File: src/armIsaPkg.sv
`default_nettype none

package armIsaPkg;

  typedef logic [31:0] instrT;

  // Condition field, bits 31:28
  typedef enum logic [3:0] {
    condEq = 4'h0, condNe = 4'h1, condCs = 4'h2, condCc = 4'h3,
    condMi = 4'h4, condPl = 4'h5, condVs = 4'h6, condVc = 4'h7,
    condHi = 4'h8, condLs = 4'h9, condGe = 4'ha, condLt = 4'hb,
    condGt = 4'hc, condLe = 4'hd, condAl = 4'he, condNv = 4'hf
  } condT;

  // Data-processing opcode, bits 24:21
  typedef enum logic [3:0] {
    opAnd = 4'h0, opEor = 4'h1, opSub = 4'h2, opRsb = 4'h3,
    opAdd = 4'h4, opAdc = 4'h5, opSbc = 4'h6, opRsc = 4'h7,
    opTst = 4'h8, opTeq = 4'h9, opCmp = 4'ha, opCmn = 4'hb,
    opOrr = 4'hc, opMov = 4'hd, opBic = 4'he, opMvn = 4'hf
  } dpOpT;

  typedef enum logic [3:0] {
    clsDpImm, clsDpReg,
    clsLoad, clsStore,          // LDR/STR word and byte
    clsLoadHalf, clsStoreHalf,  // LDRH/STRH
    clsBranch, clsBx,
    clsUndef
  } instrClassT;

  // ==================================================
  // Field positions
  localparam int condMsb     = 31;
  localparam int condLsb     = 28;
  localparam int classMsb    = 27;
  localparam int classLsb    = 25;
  localparam int iBit        = 25;  // Immediate operand / register offset
  localparam int opMsb       = 24;
  localparam int opLsb       = 21;
  localparam int uBit        = 23;  // Offset added when set
  localparam int bBit        = 22;  // Byte access, or immediate form for halfwords
  localparam int sBit        = 20;
  localparam int lBit        = 20;  // Load when set
  localparam int rdMsb       = 15;
  localparam int rdLsb       = 12;
  localparam int extBit      = 7;   // Multiply / extra load-store space
  localparam int shMsb       = 6;
  localparam int shLsb       = 5;
  localparam int regShiftBit = 4;
  localparam int bxMsb       = 27;
  localparam int bxLsb       = 4;

  localparam logic [1:0]  shHalf    = 2'b01;          // Unsigned halfword
  localparam logic [23:0] bxPattern = 24'h12_fff1;   // BX Rm, bits 27:4

endpackage

`default_nettype wire

File: src/ctrlPkg.sv
`default_nettype none

package ctrlPkg;

  typedef logic [3:0] flagsT;     // N Z C V
  typedef logic [3:0] byteMaskT;  // One enable per byte lane
  typedef logic [1:0] srcSelT;
  typedef logic [6:0] vectorT;

  typedef enum logic [2:0] {
    aluAdd   = 3'd0,
    aluAnd   = 3'd1,
    aluOr    = 3'd2,
    aluXor   = 3'd3,
    aluPassB = 3'd4
  } aluOpT;

  // Flag bit positions within flagsT
  localparam int flagN = 3;
  localparam int flagZ = 2;
  localparam int flagC = 1;
  localparam int flagV = 0;

  // ==================================================
  // Register-source select
  localparam srcSelT regSrcNone  = 2'b00;
  localparam srcSelT regSrcPc    = 2'b01;  // Rn read as PC
  localparam srcSelT regSrcStore = 2'b10;  // Second port reads Rd

  // Immediate extension select
  localparam srcSelT immSrcDp     = 2'b00;  // Rotated 8-bit
  localparam srcSelT immSrcMem    = 2'b01;  // 12-bit offset
  localparam srcSelT immSrcBranch = 2'b10;  // 24-bit word offset
  localparam srcSelT immSrcHalf   = 2'b11;  // Split 4+4 bit offset

  // Exception vectors
  localparam vectorT undefVector = 7'h04;
  localparam vectorT resetVector = 7'h00;

endpackage

`default_nettype wire

File: src/mainDecoder.sv
`timescale 1ns/1ps
`default_nettype none

module mainDecoder (
  input  armIsaPkg::instrT instrD,
  output ctrlPkg::srcSelT  regSrcD,
  output ctrlPkg::srcSelT  immSrcD,
  output logic             aluSrcD,
  output logic             memtoRegD,
  output logic             regWriteD,
  output logic             memWriteD,
  output logic             branchD,
  output logic             bxD,
  output logic             byteAccessD,
  output logic             halfwordD,
  output logic             undefD,
  output armIsaPkg::dpOpT  aluControlD,
  output logic             flagWriteD
);
  import armIsaPkg::*;
  import ctrlPkg::*;

  instrClassT instrClass;
  logic       isHalfword;
  logic       isMisc;
  dpOpT       memOp;

  // Extra load/store space, unsigned halfword only
  assign isHalfword = instrD[extBit] & instrD[regShiftBit] &
                      (instrD[shMsb:shLsb] == shHalf);
  // Compare group without S is MRS/MSR space
  assign isMisc = (instrD[opMsb:opMsb-1] == 2'b10) & ~instrD[sBit];
  assign memOp  = instrD[uBit] ? opAdd : opSub;  // Up/down offset

  // ==================================================
  // Classification
  always_comb begin
    instrClass = clsUndef;
    case (instrD[classMsb:classLsb])
      3'b000: begin
        if (instrD[bxMsb:bxLsb] == bxPattern) instrClass = clsBx;
        else if (isHalfword) instrClass = instrD[lBit] ? clsLoadHalf : clsStoreHalf;
        else if (!instrD[regShiftBit] && !isMisc) instrClass = clsDpReg;
      end
      3'b001: if (!isMisc) instrClass = clsDpImm;
      3'b010: instrClass = instrD[lBit] ? clsLoad : clsStore;
      3'b011: begin
        if (!instrD[regShiftBit]) instrClass = instrD[lBit] ? clsLoad : clsStore;
      end
      3'b101: instrClass = clsBranch;
      default: instrClass = clsUndef;  // LDM/STM, coprocessor, SWI
    endcase
  end

  // ==================================================
  // Control word per class
  always_comb begin
    regSrcD     = regSrcNone;
    immSrcD     = immSrcDp;
    aluSrcD     = 1'b0;
    memtoRegD   = 1'b0;
    regWriteD   = 1'b0;
    memWriteD   = 1'b0;
    branchD     = 1'b0;
    bxD         = 1'b0;
    byteAccessD = 1'b0;
    halfwordD   = 1'b0;
    undefD      = 1'b0;
    aluControlD = opAdd;
    flagWriteD  = 1'b0;
    case (instrClass)
      clsDpImm, clsDpReg: begin
        aluSrcD     = (instrClass == clsDpImm);
        regWriteD   = 1'b1;  // Compares drop this in execute
        aluControlD = dpOpT'(instrD[opMsb:opLsb]);
        flagWriteD  = instrD[sBit];
      end
      clsLoad, clsStore: begin
        regSrcD     = (instrClass == clsStore) ? regSrcStore : regSrcNone;
        immSrcD     = immSrcMem;
        aluSrcD     = ~instrD[iBit];  // I clear means immediate offset here
        memtoRegD   = (instrClass == clsLoad);
        regWriteD   = (instrClass == clsLoad);
        memWriteD   = (instrClass == clsStore);
        byteAccessD = instrD[bBit];
        aluControlD = memOp;
      end
      clsLoadHalf, clsStoreHalf: begin
        regSrcD     = (instrClass == clsStoreHalf) ? regSrcStore : regSrcNone;
        immSrcD     = immSrcHalf;
        aluSrcD     = instrD[bBit];  // Immediate offset form
        memtoRegD   = (instrClass == clsLoadHalf);
        regWriteD   = (instrClass == clsLoadHalf);
        memWriteD   = (instrClass == clsStoreHalf);
        halfwordD   = 1'b1;
        aluControlD = memOp;
      end
      clsBranch: begin
        regSrcD = regSrcPc;   // PC + offset
        immSrcD = immSrcBranch;
        aluSrcD = 1'b1;
        branchD = 1'b1;
      end
      clsBx: begin
        branchD     = 1'b1;
        bxD         = 1'b1;
        aluControlD = opMov;  // Target straight from Rm
      end
      default: undefD = 1'b1;  // All writes stay off
    endcase
  end

endmodule

`default_nettype wire

File: src/aluDecoder.sv
`timescale 1ns/1ps
`default_nettype none

module aluDecoder (
  input  armIsaPkg::dpOpT aluControlE,
  input  logic            aluOpE,
  input  logic            carryFlagE,
  output ctrlPkg::aluOpT  aluOperationE,
  output logic            invertBE,
  output logic            reverseInputsE,
  output logic            aluCarryE,
  output logic            doNotWriteRegE
);
  import armIsaPkg::*;
  import ctrlPkg::*;

  always_comb begin
    aluOperationE  = aluAdd;  // Plain add outside data processing
    invertBE       = 1'b0;
    reverseInputsE = 1'b0;
    aluCarryE      = 1'b0;
    doNotWriteRegE = 1'b0;
    if (aluOpE) begin
      case (aluControlE)
        opAnd: aluOperationE = aluAnd;
        opEor: aluOperationE = aluXor;
        opSub, opCmp: begin   // A + ~B + 1
          invertBE  = 1'b1;
          aluCarryE = 1'b1;
        end
        opRsb: begin          // B + ~A + 1
          invertBE       = 1'b1;
          reverseInputsE = 1'b1;
          aluCarryE      = 1'b1;
        end
        opAdc: aluCarryE = carryFlagE;
        opSbc: begin
          invertBE  = 1'b1;
          aluCarryE = carryFlagE;
        end
        opRsc: begin
          invertBE       = 1'b1;
          reverseInputsE = 1'b1;
          aluCarryE      = carryFlagE;
        end
        opTst: aluOperationE = aluAnd;
        opTeq: aluOperationE = aluXor;
        opOrr: aluOperationE = aluOr;
        opMov: aluOperationE = aluPassB;
        opBic: begin
          aluOperationE = aluAnd;
          invertBE      = 1'b1;
        end
        opMvn: begin
          aluOperationE = aluPassB;
          invertBE      = 1'b1;
        end
        default: aluOperationE = aluAdd;  // ADD, CMN
      endcase
      // Test and compare only touch flags
      doNotWriteRegE = (aluControlE inside {opTst, opTeq, opCmp, opCmn});
    end
  end

endmodule

`default_nettype wire

File: src/condUnit.sv
`timescale 1ns/1ps
`default_nettype none

module condUnit (
  input  armIsaPkg::condT condE,
  input  ctrlPkg::flagsT  flagsE,
  input  ctrlPkg::flagsT  aluFlagsE,
  input  logic            flagWriteE,
  output logic            condExE,
  output ctrlPkg::flagsT  flagsNextE
);
  import armIsaPkg::*;
  import ctrlPkg::*;

  logic n;
  logic z;
  logic c;
  logic v;

  assign n = flagsE[flagN];
  assign z = flagsE[flagZ];
  assign c = flagsE[flagC];
  assign v = flagsE[flagV];

  // ==================================================
  // Condition check on forwarded flags
  always_comb begin
    case (condE)
      condEq: condExE = z;
      condNe: condExE = ~z;
      condCs: condExE = c;
      condCc: condExE = ~c;
      condMi: condExE = n;
      condPl: condExE = ~n;
      condVs: condExE = v;
      condVc: condExE = ~v;
      condHi: condExE = c & ~z;     // Unsigned higher
      condLs: condExE = ~c | z;
      condGe: condExE = (n == v);   // Signed compares
      condLt: condExE = (n != v);
      condGt: condExE = ~z & (n == v);
      condLe: condExE = z | (n != v);
      condAl: condExE = 1'b1;
      default: condExE = 1'b0;      // NV never executes
    endcase
  end

  // New flags only from an executed S instruction
  assign flagsNextE = (flagWriteE & condExE) ? aluFlagsE : flagsE;

endmodule

`default_nettype wire

File: src/memMask.sv
`timescale 1ns/1ps
`default_nettype none

module memMask (
  input  logic              byteAccessE,
  input  logic              halfwordE,
  input  logic [1:0]        offsetE,
  output ctrlPkg::byteMaskT byteMaskE
);

  always_comb begin
    if (byteAccessE) begin
      byteMaskE = 4'b0001 << offsetE;  // Single lane
    end else if (halfwordE) begin
      byteMaskE = offsetE[1] ? 4'b1100 : 4'b0011;  // Upper or lower half
    end else begin
      byteMaskE = 4'b1111;  // Full word
    end
  end

endmodule

`default_nettype wire

File: src/statusReg.sv
`timescale 1ns/1ps
`default_nettype none

module statusReg (
  input  logic            clk,
  input  logic            rstN,
  input  logic            stallW,
  input  logic            setFlagsW,
  input  logic            undefW,
  input  ctrlPkg::flagsT  flagsNextW,
  output ctrlPkg::flagsT  statusFlags,
  output ctrlPkg::vectorT vectorAddressW
);
  import ctrlPkg::*;

  always_ff @(posedge clk or negedge rstN) begin
    if (!rstN) begin
      statusFlags    <= '0;
      vectorAddressW <= resetVector;
    end else begin
      // Commit NZCV as the setter retires
      if (!stallW && setFlagsW) statusFlags <= flagsNextW;

      // Undefined trap wins, held even under stall
      if (undefW) vectorAddressW <= undefVector;
      else if (!stallW) vectorAddressW <= resetVector;
    end
  end

endmodule

`default_nettype wire

File: src/controller.sv
`timescale 1ns/1ps
`default_nettype none

module controller (
  input  logic              clk,
  input  logic              rstN,
  input  armIsaPkg::instrT  instrD,
  input  ctrlPkg::flagsT    aluFlagsE,
  input  logic [1:0]        aluResultLowE,
  input  logic              stallE,
  input  logic              flushE,
  input  logic              stallM,
  input  logic              stallW,
  input  logic              flushW,
  // Decode
  output ctrlPkg::srcSelT   regSrcD,
  output ctrlPkg::srcSelT   immSrcD,
  output logic              undefinedInstr,
  output logic              pcWritePendingF,
  // Execute
  output logic              aluSrcE,
  output ctrlPkg::aluOpT    aluOperationE,
  output logic              invertBE,
  output logic              reverseInputsE,
  output logic              aluCarryE,
  output logic              branchTakenE,
  // Memory
  output logic              memWriteM,
  output logic              regWriteM,
  output ctrlPkg::byteMaskT byteMaskM,
  // Writeback
  output logic              memtoRegW,
  output logic              regWriteW,
  output logic              pcSrcW,
  output logic              loadByteW,
  output logic [1:0]        byteOffsetW,
  output logic              halfwordW,
  output ctrlPkg::flagsT    statusFlagsW,
  output ctrlPkg::vectorT   vectorAddressW
);
  import armIsaPkg::*;
  import ctrlPkg::*;

  logic aluSrcD, memtoRegD, regWriteD, memWriteD, branchD, bxD;
  logic byteAccessD, halfwordD, undefD, flagWriteD, pcSrcD, aluOpD;
  dpOpT aluControlD;

  logic [10:0] ctrlD, ctrlE;
  logic aluOpE, memtoRegE, regWriteE, memWriteE, branchE, pcSrcE;
  logic flagWriteE, byteAccessE, halfwordE, undefE;
  dpOpT aluControlE;
  condT condE;
  logic condExE, doNotWriteRegE, setFlagsE;
  flagsT flagsE, flagsNextE;
  byteMaskT byteMaskE;

  logic [13:0] ctrlM;
  logic memtoRegM, pcSrcM, setFlagsM, undefM, byteAccessM, halfwordM;
  logic [1:0] byteOffsetM;
  flagsT flagsNextM;

  logic [8:0] ctrlW;
  logic setFlagsW, undefW;
  flagsT flagsNextW;

  // ==================================================
  // Decode
  mainDecoder mainDec (
    .instrD(instrD), .regSrcD(regSrcD), .immSrcD(immSrcD), .aluSrcD(aluSrcD),
    .memtoRegD(memtoRegD), .regWriteD(regWriteD), .memWriteD(memWriteD),
    .branchD(branchD), .bxD(bxD), .byteAccessD(byteAccessD), .halfwordD(halfwordD),
    .undefD(undefD), .aluControlD(aluControlD), .flagWriteD(flagWriteD)
  );

  assign pcSrcD = ((instrD[rdMsb:rdLsb] == 4'hf) & regWriteD) | branchD | bxD;  // PC redirect
  assign aluOpD = ~undefD;  // Opcode decode for every defined instruction
  assign undefinedInstr  = undefD;
  assign pcWritePendingF = pcSrcD | pcSrcE | pcSrcM;

  // ==================================================
  // Execute register, flush beats stall
  assign ctrlD = {aluSrcD, aluOpD, memtoRegD, regWriteD, memWriteD, branchD,
                  pcSrcD, flagWriteD, byteAccessD, halfwordD, undefD};

  always_ff @(posedge clk or negedge rstN) begin
    if (!rstN) ctrlE <= '0;
    else if (flushE) ctrlE <= '0;  // Bubble
    else if (!stallE) ctrlE <= ctrlD;
  end

  always_ff @(posedge clk) begin
    if (!stallE) begin
      aluControlE <= aluControlD;
      condE       <= condT'(instrD[condMsb:condLsb]);
    end
  end

  assign {aluSrcE, aluOpE, memtoRegE, regWriteE, memWriteE, branchE,
          pcSrcE, flagWriteE, byteAccessE, halfwordE, undefE} = ctrlE;

  // Flag forwarding, youngest setter first
  always_comb begin
    if (setFlagsM) flagsE = flagsNextM;
    else if (setFlagsW) flagsE = flagsNextW;
    else flagsE = statusFlagsW;
  end

  aluDecoder aluDec (
    .aluControlE(aluControlE), .aluOpE(aluOpE), .carryFlagE(flagsE[flagC]),
    .aluOperationE(aluOperationE), .invertBE(invertBE), .reverseInputsE(reverseInputsE),
    .aluCarryE(aluCarryE), .doNotWriteRegE(doNotWriteRegE)
  );

  condUnit condChk (
    .condE(condE), .flagsE(flagsE), .aluFlagsE(aluFlagsE), .flagWriteE(flagWriteE),
    .condExE(condExE), .flagsNextE(flagsNextE)
  );

  memMask maskGen (
    .byteAccessE(byteAccessE), .halfwordE(halfwordE), .offsetE(aluResultLowE),
    .byteMaskE(byteMaskE)
  );

  assign branchTakenE = branchE & condExE;
  assign setFlagsE    = flagWriteE & condExE;

  // ==================================================
  // Memory register, no flush
  always_ff @(posedge clk or negedge rstN) begin
    if (!rstN) ctrlM <= '0;
    else if (!stallM) begin
      ctrlM <= {memWriteE & condExE,                        // Squashed on cond fail
                regWriteE & condExE & ~doNotWriteRegE,      // Compares never write
                memtoRegE, pcSrcE & condExE, setFlagsE, undefE,
                byteAccessE, halfwordE, byteMaskE, aluResultLowE};
    end
  end

  assign {memWriteM, regWriteM, memtoRegM, pcSrcM, setFlagsM, undefM,
          byteAccessM, halfwordM, byteMaskM, byteOffsetM} = ctrlM;

  // Next NZCV travelling with M and W for forwarding
  always_ff @(posedge clk) begin
    if (!stallM) flagsNextM <= flagsNextE;
    if (!stallW) flagsNextW <= flagsNextM;
  end

  // ==================================================
  // Writeback register and status
  always_ff @(posedge clk or negedge rstN) begin
    if (!rstN) ctrlW <= '0;
    else if (flushW) ctrlW <= '0;
    else if (!stallW) begin
      ctrlW <= {memtoRegM, regWriteM, pcSrcM, setFlagsM, undefM,
                byteAccessM, halfwordM, byteOffsetM};
    end
  end

  assign {memtoRegW, regWriteW, pcSrcW, setFlagsW, undefW,
          loadByteW, halfwordW, byteOffsetW} = ctrlW;

  statusReg cpsr (
    .clk(clk), .rstN(rstN), .stallW(stallW), .setFlagsW(setFlagsW), .undefW(undefW),
    .flagsNextW(flagsNextW), .statusFlags(statusFlagsW), .vectorAddressW(vectorAddressW)
  );

endmodule

`default_nettype wire

File: config.mk
export PLATFORM = sky130hd
export DESIGN_NAME = controller
export DESIGN_NICKNAME = d
export VERILOG_FILES = /design/src/armIsaPkg.sv /design/src/ctrlPkg.sv /design/src/mainDecoder.sv /design/src/aluDecoder.sv /design/src/condUnit.sv /design/src/memMask.sv /design/src/statusReg.sv /design/src/controller.sv
export SDC_FILE = /design/constraint.sdc
export NUM_CORES = 1
export LEC_CHECK = 0
export BUFFER_PORTS_ARGS = -buffer_cell sky130_fd_sc_hd__buf_4
export CELL_PAD_IN_SITES_DETAIL_PLACEMENT = 0
export CELL_PAD_IN_SITES_GLOBAL_PLACEMENT = 1
export CORE_ASPECT_RATIO = 0.9
export CORE_MARGIN = 5
export CORE_UTILIZATION = 30
export CTS_CLUSTER_DIAMETER = 120
export CTS_CLUSTER_SIZE = 24
export DETAILED_ROUTE_END_ITERATION = 7
export PLACE_DENSITY_LB_ADDON = 0.2
export SLEW_MARGIN = 15
export SYNTH_ARGS = -nofsm -noshare
export SYNTH_HDL_FRONTEND = slang
export SYNTH_HIERARCHICAL = 1
export SYNTH_SLANG_ARGS = --single-unit
File: constraint.sdc
create_clock -name clk -period 2.6 [get_ports clk]
set_input_delay 0.39 -clock clk [delete_from_list [all_inputs] [get_ports clk]]
set_output_delay 0.39 -clock clk [all_outputs]
set_load 0.05 [all_outputs]
======== Word-level counts from Yosys, hierarchy flattened ========
Cells that the tools add are included.
word-level totals
  register bits ........................... 61
  latch bits .............................. 0
  memory bits (writable) .................. 0
  ROM bits ................................ 0
  input bits .............................. 45
  output and inout bits ................... 38
  word-level logic and storage cells ...... 152
  memories kept ........................... 0
operators by class
  add/subtract/negate cells ............... 0
  $mul .................................... 0
  divide/modulo/power cells ............... 0
  order comparisons ....................... 0
  equal/unequal tests ..................... 48
  shift-type cells ........................ 1
  muxes and demuxes ....................... 46
  bitwise logic cells ..................... 25
  reductions and logical operators ........ 23
operators with widths
  operator                                         count
  == test 4 bit, second input constant             16
  == test 4 x 3 -> 1 bit, second input constant    11
  2-to-1 mux 4 bit                                 11
  == test 24 x 21 -> 1 bit, second input constant  1
  == test 4 x 2 -> 1 bit, second input constant    6
  2-to-1 mux 11 bit                                2
  case mux 4 bit (5 select lines)                  1
  2-to-1 mux 9 bit                                 2
  case mux 1 bit (15 select lines)                 1
  2-to-1 mux 1 bit                                 14
  2-to-1 mux 7 bit                                 2
  OR reduction 2 bit                               7
  bitwise AND 1 bit                                12
  == test 4 x 1 -> 1 bit, second input constant    3
  zero test 4 bit                                  3
  case mux 2 bit (3 select lines)                  2
  case mux 3 bit (4 select lines)                  1
  case mux 4 bit (3 select lines)                  1
  OR reduction 3 bit                               3
  OR reduction 8 bit                               1
  inverter 1 bit                                   7
  OR reduction 7 bit                               1
  == test 3 x 2 -> 1 bit, second input constant    2
  2-to-1 mux 3 bit                                 2
  18 further kinds                                 31

======== Logic depth before layout (Yosys ltp) ========
Gate-level depths: netlist (run 1).
  depth in word-level cells ............... 16
  depth in mapped cells ................... 10
  depth with buffers taken out ............ 9

======== Hierarchy ========
Netlist (run 1), hierarchy kept.
modules (own cells, without submodules)
  module       instances  cells each  area each (µm²)  sequential area each (µm²)
  controller   1          148         2018.2           1331.3
  mainDecoder  1          48          322.8            0.0
  condUnit     1          37          265.3            0.0
  statusReg    1          18          256.5            125.1
  aluDecoder   1          17          113.9            0.0
  memMask      1          7           43.8             0.0

======== Worst setup path before layout (run 1) ========
Ideal clock, no wire load.
  path type ............................... reg2out
  start point ............................. register cpsr.statusFlags[0]
  end point ............................... output branchTakenE
  arrival time ............................ 2.449 ns
  required time ........................... 2.210 ns
  path slack .............................. -0.239 ns
  cell stages (with the launch flop) ...... 9
  buffers on the path ..................... 0
  path through ............................ dfrtp_1 > mux2i_1 > o21ai_0 > xor2_1 > nor3_1 > o41ai_2 > o41a_1 > or2_2 > and2_1
on the way
  cells in the longest elaborated chain, start to end .. 6
  elaborated cells between the ends (all ways) .. 9
  those cells by class .................... eq/ne (2); mux (3); bitwise (4)
ends and longest elaborated chain
  what                                                   line                            RTL
  start: declaration                                     statusReg.sv:11                 output ctrlPkg::flagsT statusFlags,
  start signal: assignment                               statusReg.sv:22                 if (!stallW && setFlagsW) statusFlags <= flagsNextW;
  2-to-1 mux 4 bit *                                     controller.sv:104               else if (setFlagsW) flagsE = flagsNextW;
  2-to-1 mux 4 bit *                                     controller.sv:103               if (setFlagsM) flagsE = flagsNextM;
  net flagsE[0]                                          controller.sv:54                flagsT flagsE, flagsNextE;
  != test 1 bit or == test 1 bit (tied branches)         n/a
  bitwise OR 1 bit or bitwise AND 1 bit (tied branches)  condUnit.sv:42, condUnit.sv:41
  case mux 1 bit (15 select lines) *                     condUnit.sv:28                  case (condE)
  net condExE                                            controller.sv:53                logic condExE, doNotWriteRegE, setFlagsE;
  bitwise AND 1 bit *                                    controller.sv:124               assign branchTakenE = branchE & condExE;
  end: declaration                                       controller.sv:26                output logic branchTakenE,
Mark *: on every way through the listed nets, which the timed path passes. The rest lies on a longest branch.

======== Worst setup path in the final report (run 1) ========
  start point ............................. register ctrlW[5]
  end point ............................... output branchTakenE
on the way
  cells in the longest elaborated chain, start to end .. 6
  elaborated cells between the ends (all ways) .. 14
  those cells by class .................... eq/ne (2); mux (3); bitwise (9)
ends and longest elaborated chain
  what                                  line                                            RTL
  start: declaration                    controller.sv:62                                logic [8:0] ctrlW;
  start signal: assignment              controller.sv:154                               ctrlW <= {memtoRegM, regWriteM, pcSrcM, setFlagsM, undefM,
  2-to-1 mux 4 bit *                    controller.sv:104
  2-to-1 mux 4 bit *                    controller.sv:103
  net flagsE[2]                         controller.sv:54
  inverter 1 bit                        condUnit.sv:30, condUnit.sv:37, condUnit.sv:41
  bitwise AND 1 bit (on tied branches)  condUnit.sv:41, condUnit.sv:37
  case mux 1 bit (15 select lines) *    condUnit.sv:28
  net condExE                           controller.sv:53
  bitwise AND 1 bit *                   controller.sv:124
Marked as above.

==> reports/qor.txt, run 1 <==
post-synthesis compound-gate area fraction - 10.5%
post-route cell area - 3890 µm²
nets - 395
GP Congestion - 0.782
r2r setup slk - 0.11 ns
fmax - 354 MHz
initial antenna violation count - 0
CP Max Fanout - 5
dominant synthesized flop cell - dfrtp_1
failing checks - negative setup slack
CTS Root Buffer Type - clkbuf_8
chip height - 105 µm
xor/xnor cell area share of the yosys netlist - 0.870%
clk_skew - 0.00767 ns
post-synthesis mux area share - 15.1%
clock net sink count - 55
Total GRT Usage - 11.2%
Initial Util - 31.0%
DRC viols - 0
DRT iter0 DRCs - 82
DRT Wirelength - 6790 µm
Chip Width - 116 µm
clock tree from TritonCTS - built
Site Rows - 34
pre-CTS WS - -0.124 ns
Max Cap Viol - 0
met1 Resource Use GR - 16.5%
ys async rst share - 70.9%
routed vias/inst - 4.61
critical path required time - 2.21 ns
Power Dens Cells - 543 nW/µm²
Post-Synth Adder-Cell Area - 0%
CTS buffer count - 5
final setup violation count - 1
Layout area overhead - 28.7%
# H-tree levels - 2
vias in the first global route - 2196
critical path class - reg2out
synthesized area - 3020 µm²
GR peak layer - met2
Clk Latency, worst-skew pair - 0.30 ns
Ys Warns - 6
Fin. Hold Viols - 0
Ports - 83
drt first pass iters - 4
Hold Path Class - in2async
die area - 12200 µm²
placed cell area - 3650 µm²
met3 Use GR - 2.72%
RR Endpoint - flagsNextM[0]
r2r worst-path depth - 9
antenna-violating nets left - 0
fin cells - 477
Slew Limit Fails - 0
# port buffers - 72
Final Util - 39.9%
drt wl/cell - 14.2 µm
total number of vias - 2199
CP Capture Type - output pin
slew margin rel. - 66.3%
mean area per synthesized cell - 11.0 µm²
layout cells sized above 1 - 41.0%
crit share post-route - 109%
Startpoint Class - flip-flop
Simple-Gate Fraction of Synth Area - 17.5%
leakage - 1.81 nW
largest family of logic cells by synthesized area - simple AND/OR/NAND/NOR gates
FF+latch count, synth - 55
remaining global-route overflow - 0
first-pass GRT wire length - 11000 µm
Post-synth EDFFs - 16
RSZ-0062 raised after global routing - yes
largest net degree at the start of global routing - 40
n_diodes - 0
CP Data Arrival Time - 2.43 ns
CTS Hold Bufs - 0
status - complete, but fails checks
minimum clock period - 2.82 ns
final setup margin - -0.224 ns
core area - 9740 µm²
worst-margin pin slew - 0.506 ns
register clock-pin slew on the reported worst setup and hold paths - 0.10 ns
Peak VDD IR - 0.292 mV
Final HPWL DP - 5260 µm
sequential share of the synthesized area - 48.2%
hold slack - 0.0410 ns
GR Util met2 - 16.6%
placed cells - 465
R2R Path Start - ctrlW[5]
post-synthesis cell type count - 63
Gate Count Post-Synth - 275
worst-case clock buffer depth - 2
-- layer usage --
| metal | vias to the layer above | part of all wire, % | wire length, µm |
|---|---|---|---|
| met4 | 0 | 0.56 | 38 |
| met2 | 69 | 43 | 2940 |
| met1 | 1021 | 49 | 3360 |
| met5 | - | 0 | 0 |
| met3 | 2 | 6.6 | 446 |
| li1 | 1107 | - | - |
-- layout by cell type, fill, tap and decap left out, types with 2 or more instances in the layout --
cell and instances:
a21o_1 2, a21o_2 2, a21oi_1 8, a22oi_1 2, and2_1 2, and3_1 4, and4b_1 2, buf_4 85
buf_6 2, clkbuf_8 5, conb_1 6, dfrtp_1 35, dfrtp_2 4, edfxtp_1 16, inv_1 12, mux2_2 12
mux2_4 6, mux2i_1 21, mux2i_2 2, nand2_1 16, nand2b_1 6, nand4_1 3, nor2_1 26, nor2b_1 4
nor3_1 3, nor3b_2 2, nor4_1 4, o21ai_0 8, o21ai_1 4, o21ai_2 3, o31ai_1 2, or2_4 2
xor2_1 2
-- cell type report --
class	count	area, µm²
Multi-Input combinational cell	187	1420
Sequential cell	55	1460
Clock inverter	1	30.0
Fill cell	966	5850
Inverter	13	48.8
Tap cell	126	158
Timing Repair Buffer	88	676
Clock buffer	7	97.6
-- flip-flops by register name, summed over array words and instances (netlist names) --
name,flops
ctrlM,14
cpsr/statusFlags,4
condE,4
ctrlE,11
flagsNextM,4
flagsNextW,4
ctrlW,9
aluControlE,4
cpsr/vectorAddressW,1
-- logic make-up (layout without fill, tap and decap cells) --
logic type      after synthesis  count (layout)
compound gates               46              46
flops                        55              55
simple gates                 91              91
other cells                   1               6
mux                          41              41
xor+xnor                      3               3
buf+inv                      38             109
-- through the flow --
step | TNS [ns] | total power, mW
2_1_floorplan | 0 | 1.31
6_report | -0.224 | 2.11
5_1_grt | -0.345 | 2.22
3_5_place_dp | -0.248 | 1.48
3_3_place_gp | -0.227 | 1.47
4_1_cts | -0.254 | 2.14
-- Yosys cell counts (all sizes together), types with 2 or more instances --
library cell / count / share of area, %
and3: 4 / 0.83
nor3b: 3 / 0.91
mux2i: 23 / 7.6
clkbuf: 3 / 0.41
and4b: 2 / 0.66
or2: 4 / 0.91
xor2: 3 / 0.87
nand3: 2 / 0.50
nor2: 27 / 3.4
nand2: 16 / 2.0
nand2b: 6 / 1.2
nor2b: 5 / 1.3
nor3: 5 / 1.2
o21ai: 16 / 2.8
and2: 3 / 0.62
a21o: 4 / 1.1
inv: 13 / 1.6
edfxtp: 16 / 16
nor4: 5 / 1.5
dfrtp: 39 / 32
a22oi: 2 / 0.50
mux2: 18 / 7.5
nand4: 3 / 0.62
a21oi: 9 / 1.5
buf: 22 / 5.6
o31ai: 2 / 0.50
-- worst max-delay path by stage --
stage / startpoint / endpoint
2_1_floorplan: cpsr/statusFlags[1] / branchTakenE
3_3_place_gp: ctrlW[5] / branchTakenE
3_5_place_dp: ctrlW[5] / branchTakenE
4_1_cts: ctrlW[5] / branchTakenE
5_1_grt: ctrlW[5] / branchTakenE
6_report: ctrlW[5] / branchTakenE
-- timing repair --
| action | CTS | global route |
|---|---|---|
| endpoints found under the setup margin | 5 | 5 |
| pin swaps | 5 | 3 |
| buffers inserted | 4 | 0 |
| gates resized for setup | 19 | 1 |
-- worst max-delay path, cell delays in order (launching register included) --
cell	delay, ns
dfrtp_2	0.46
mux2i_2	0.25
o21ai_2	0.11
buf_4	0.15
mux2i_1	0.13
o31ai_1	0.10
o41a_1	0.39
or2_4	0.24
and2_4	0.15
buf_8	0.14
-- power by group --
part	internal (mW)	leakage, nW	switching (mW)
Clock	0.347	0.0636	0.273
Combinational	0.215	1.09	0.284
Sequential	0.948	0.664	0.0463
Total	1.51	1.81	0.604
Power figures use the tool's default switching activity.
==> run 2, diff against run 1 <==
--- a/config.mk
+++ b/config.mk
@@ -9,7 +9,7 @@
 export CELL_PAD_IN_SITES_DETAIL_PLACEMENT = 0
 export CELL_PAD_IN_SITES_GLOBAL_PLACEMENT = 1
 export CORE_ASPECT_RATIO = 0.9
-export CORE_MARGIN = 5
+export CORE_MARGIN = 3
 export CORE_UTILIZATION = 30
 export CTS_CLUSTER_DIAMETER = 120
 export CTS_CLUSTER_SIZE = 24
==> run 2 against run 1 <==
  * The run still ends with negative setup slack left
  * Sequential power hardly changed
  * Total power is 2.9% higher
  * Sequential cell count stayed put
  * Utilization is 0.72 points higher
  * Clock skew hardly changed
  * Non-clock buffer count is 5 higher
  * Clock power is 5.6% higher
  * Worst hold slack better by 0.0065 ns
  * First-iteration DRC count is 49% higher
  * Global-route usage is 0.68 points higher
  * Clock-buffer cell count is 1 lower
  * Final area is 1.8% higher
  * Critical endpoint unchanged
==> reports/qor.txt, run 2 (synthesis results as in run 1) <==
DRT Wirelength - 6840 µm (+0.80%)
minimum clock period - 2.84 ns (+0.0109 ns)
Final HPWL DP - 5080 µm (-3.4%)
leakage - 1.86 nW (+2.3%)
CTS buffer count - 5 (unchanged)
Fin. Hold Viols - 0 (unchanged)
clock net sink count - 55 (unchanged)
Most flops, register - ctrlM
Hold Path Class - in2async
Initial Util - 31.0% (unchanged)
final setup violation count - 5 (+4)
nets - 400 (+1.3%)
vias in the first global route - 2153 (-2.0%)
pre-CTS WS - -0.177 ns (-0.0521 ns)
# H-tree levels - 2 (unchanged)
largest net degree at the start of global routing - 40 (unchanged)
hold slack - 0.0475 ns (+0.00648 ns)
Total GRT Usage - 11.9% (+0.68 points)
register clock-pin slew on the reported worst setup and hold paths - 0.09 ns (about the same)
biggest regs - ctrlM (14), ctrlE (11), ctrlW (9)
worst-margin pin slew - 0.503 ns (-0.00247 ns)
Chip Width - 112 µm (-3.5%)
most frequent cells in the layout - 90 x buf_4, 35 x dfrtp_1, 26 x nor2_1
layout cells sized above 1 - 41.9% (+0.83 points)
critical path class - reg2out
chip height - 101 µm (-3.8%)
Clk Latency, worst-skew pair - 0.30 ns (about the same)
drt first pass iters - 6 (+2)
failing checks - negative setup slack
die area - 11300 µm² (-7.1%)
RSZ-0062 raised after global routing - yes
commonest non-fill, non-tap cell in the layout - buf_4
antenna-violating nets left - 0 (unchanged)
Peak VDD IR - 0.257 mV (-12%)
Ports - 83 (unchanged)
Site Rows - 34 (unchanged)
status - complete, but fails checks
n_diodes - 0 (unchanged)
CP Max Fanout - 5 (unchanged)
slew margin rel. - 66.4% (+0.16 points)
clk_skew - 0.00726 ns (-0.000403 ns)
DRT iter0 DRCs - 122 (+49%)
DRC viols - 0 (unchanged)
Final Power - 2.17 mW (+2.9%)
final setup margin - -0.235 ns (-0.0109 ns)
CTS Hold Bufs - 0 (unchanged)
clock tree from TritonCTS - built
worst-case clock buffer depth - 2 (unchanged)
CP Capture Type - output pin
GP Congestion - 0.758 (-3.1%)
core area - 9740 µm² (unchanged)
CTS Root Buffer Type - clkbuf_8
drt wl/cell - 14.2 µm (-0.25%)
Layout area overhead - 31.1%
remaining global-route overflow - 0 (unchanged)
crit share post-route - 109% (+0.42 points)
r2r worst-path depth - 12 (+3)
fmax - 353 MHz (-0.38%)
critical path required time - 2.21 ns (about the same)
post-route cell area - 3960 µm² (+1.8%)
CP Data Arrival Time - 2.45 ns (+0.02 ns)
total number of vias - 2250 (+2.3%)
placed cell area - 3640 µm² (-0.21%)
# port buffers - 72 (unchanged)
routed vias/inst - 4.67 (+1.3%)
first-pass GRT wire length - 10900 µm (-0.63%)
setup_tns - -0.655 ns (-0.431 ns)
Slew Limit Fails - 0 (unchanged)
Power Dens Cells - 549 nW/µm² (+1.1%)
initial antenna violation count - 0 (unchanged)
max FFs per register - 14 (unchanged)
Max Cap Viol - 0 (unchanged)
Startpoint Class - flip-flop
==> run 2: area by class of cell <==
class,count,area [µm²]
Clock buffer,6,72.6
Clock inverter,2,60.1
Fill cell,972,5780
Inverter,13,48.8
Multi-Input combinational cell,187,1450
Sequential cell,55,1460
Tap cell,126,158
Timing Repair Buffer,93,713
==> run 2: where the power goes <==
group	total [mW]	switching, mW	internal, mW
clock	0.655	0.271	0.385
combinational	0.524	0.293	0.232
sequential	0.995	0.0470	0.948
total	2.17	0.610	1.56
==> run 2: timing repair <==
action | 4_1_cts | 5_1_grt
setup buffers | 10 | 2
gates cloned | 0 | 0
endpoints found under the hold margin | 0 | 0
gates resized for setup | 18 | 6
pin swaps | 8 | 8
endpoints found under the setup margin | 5 | 5
==> run 2: per-stage QoR <==
step / util (%) / instances
6_report: 40.6 / 482
3_3_place_gp: 37.4 / 464
4_1_cts: 40.2 / 481
3_5_place_dp: 37.4 / 464
2_1_floorplan: - / 280
5_1_grt: 40.6 / 482
==> run 2: worst max-delay path, stage by stage (launching register included) <==
cell     delay [ns]
dfrtp_2        0.45
mux2i_1        0.25
o21ai_2        0.13
buf_4          0.16
a21oi_2        0.15
nor4_1         0.07
o41a_1         0.39
or2_4          0.25
and2_4         0.14
buf_8          0.14
==> run 2: metal layers <==
metal | track usage (%) | wire, µm
met5 | 0 | 0
met4 | 3.18 | 90
met3 | 3.05 | 450
met2 | 18.2 | 2980
met1 | 16.9 | 3330
==> run 2: path summary, 6_finish.rpt <==
| path | start | to | slack, ns |
|---|---|---|---|
| min in group clk | instrD[31] | condE[3] | 0.26 |
| min reg2reg | flagsNextM[1] | flagsNextW[1] | 0.46 |
| min | rstN | cpsr/statusFlags[2] | 0.05 |
| max reg2reg | ctrlW[5] | flagsNextM[0] | -0.14 |
| max in group asynchronous | rstN | ctrlW[5] | 2.19 |
| max | ctrlW[5] | branchTakenE | -0.24 |
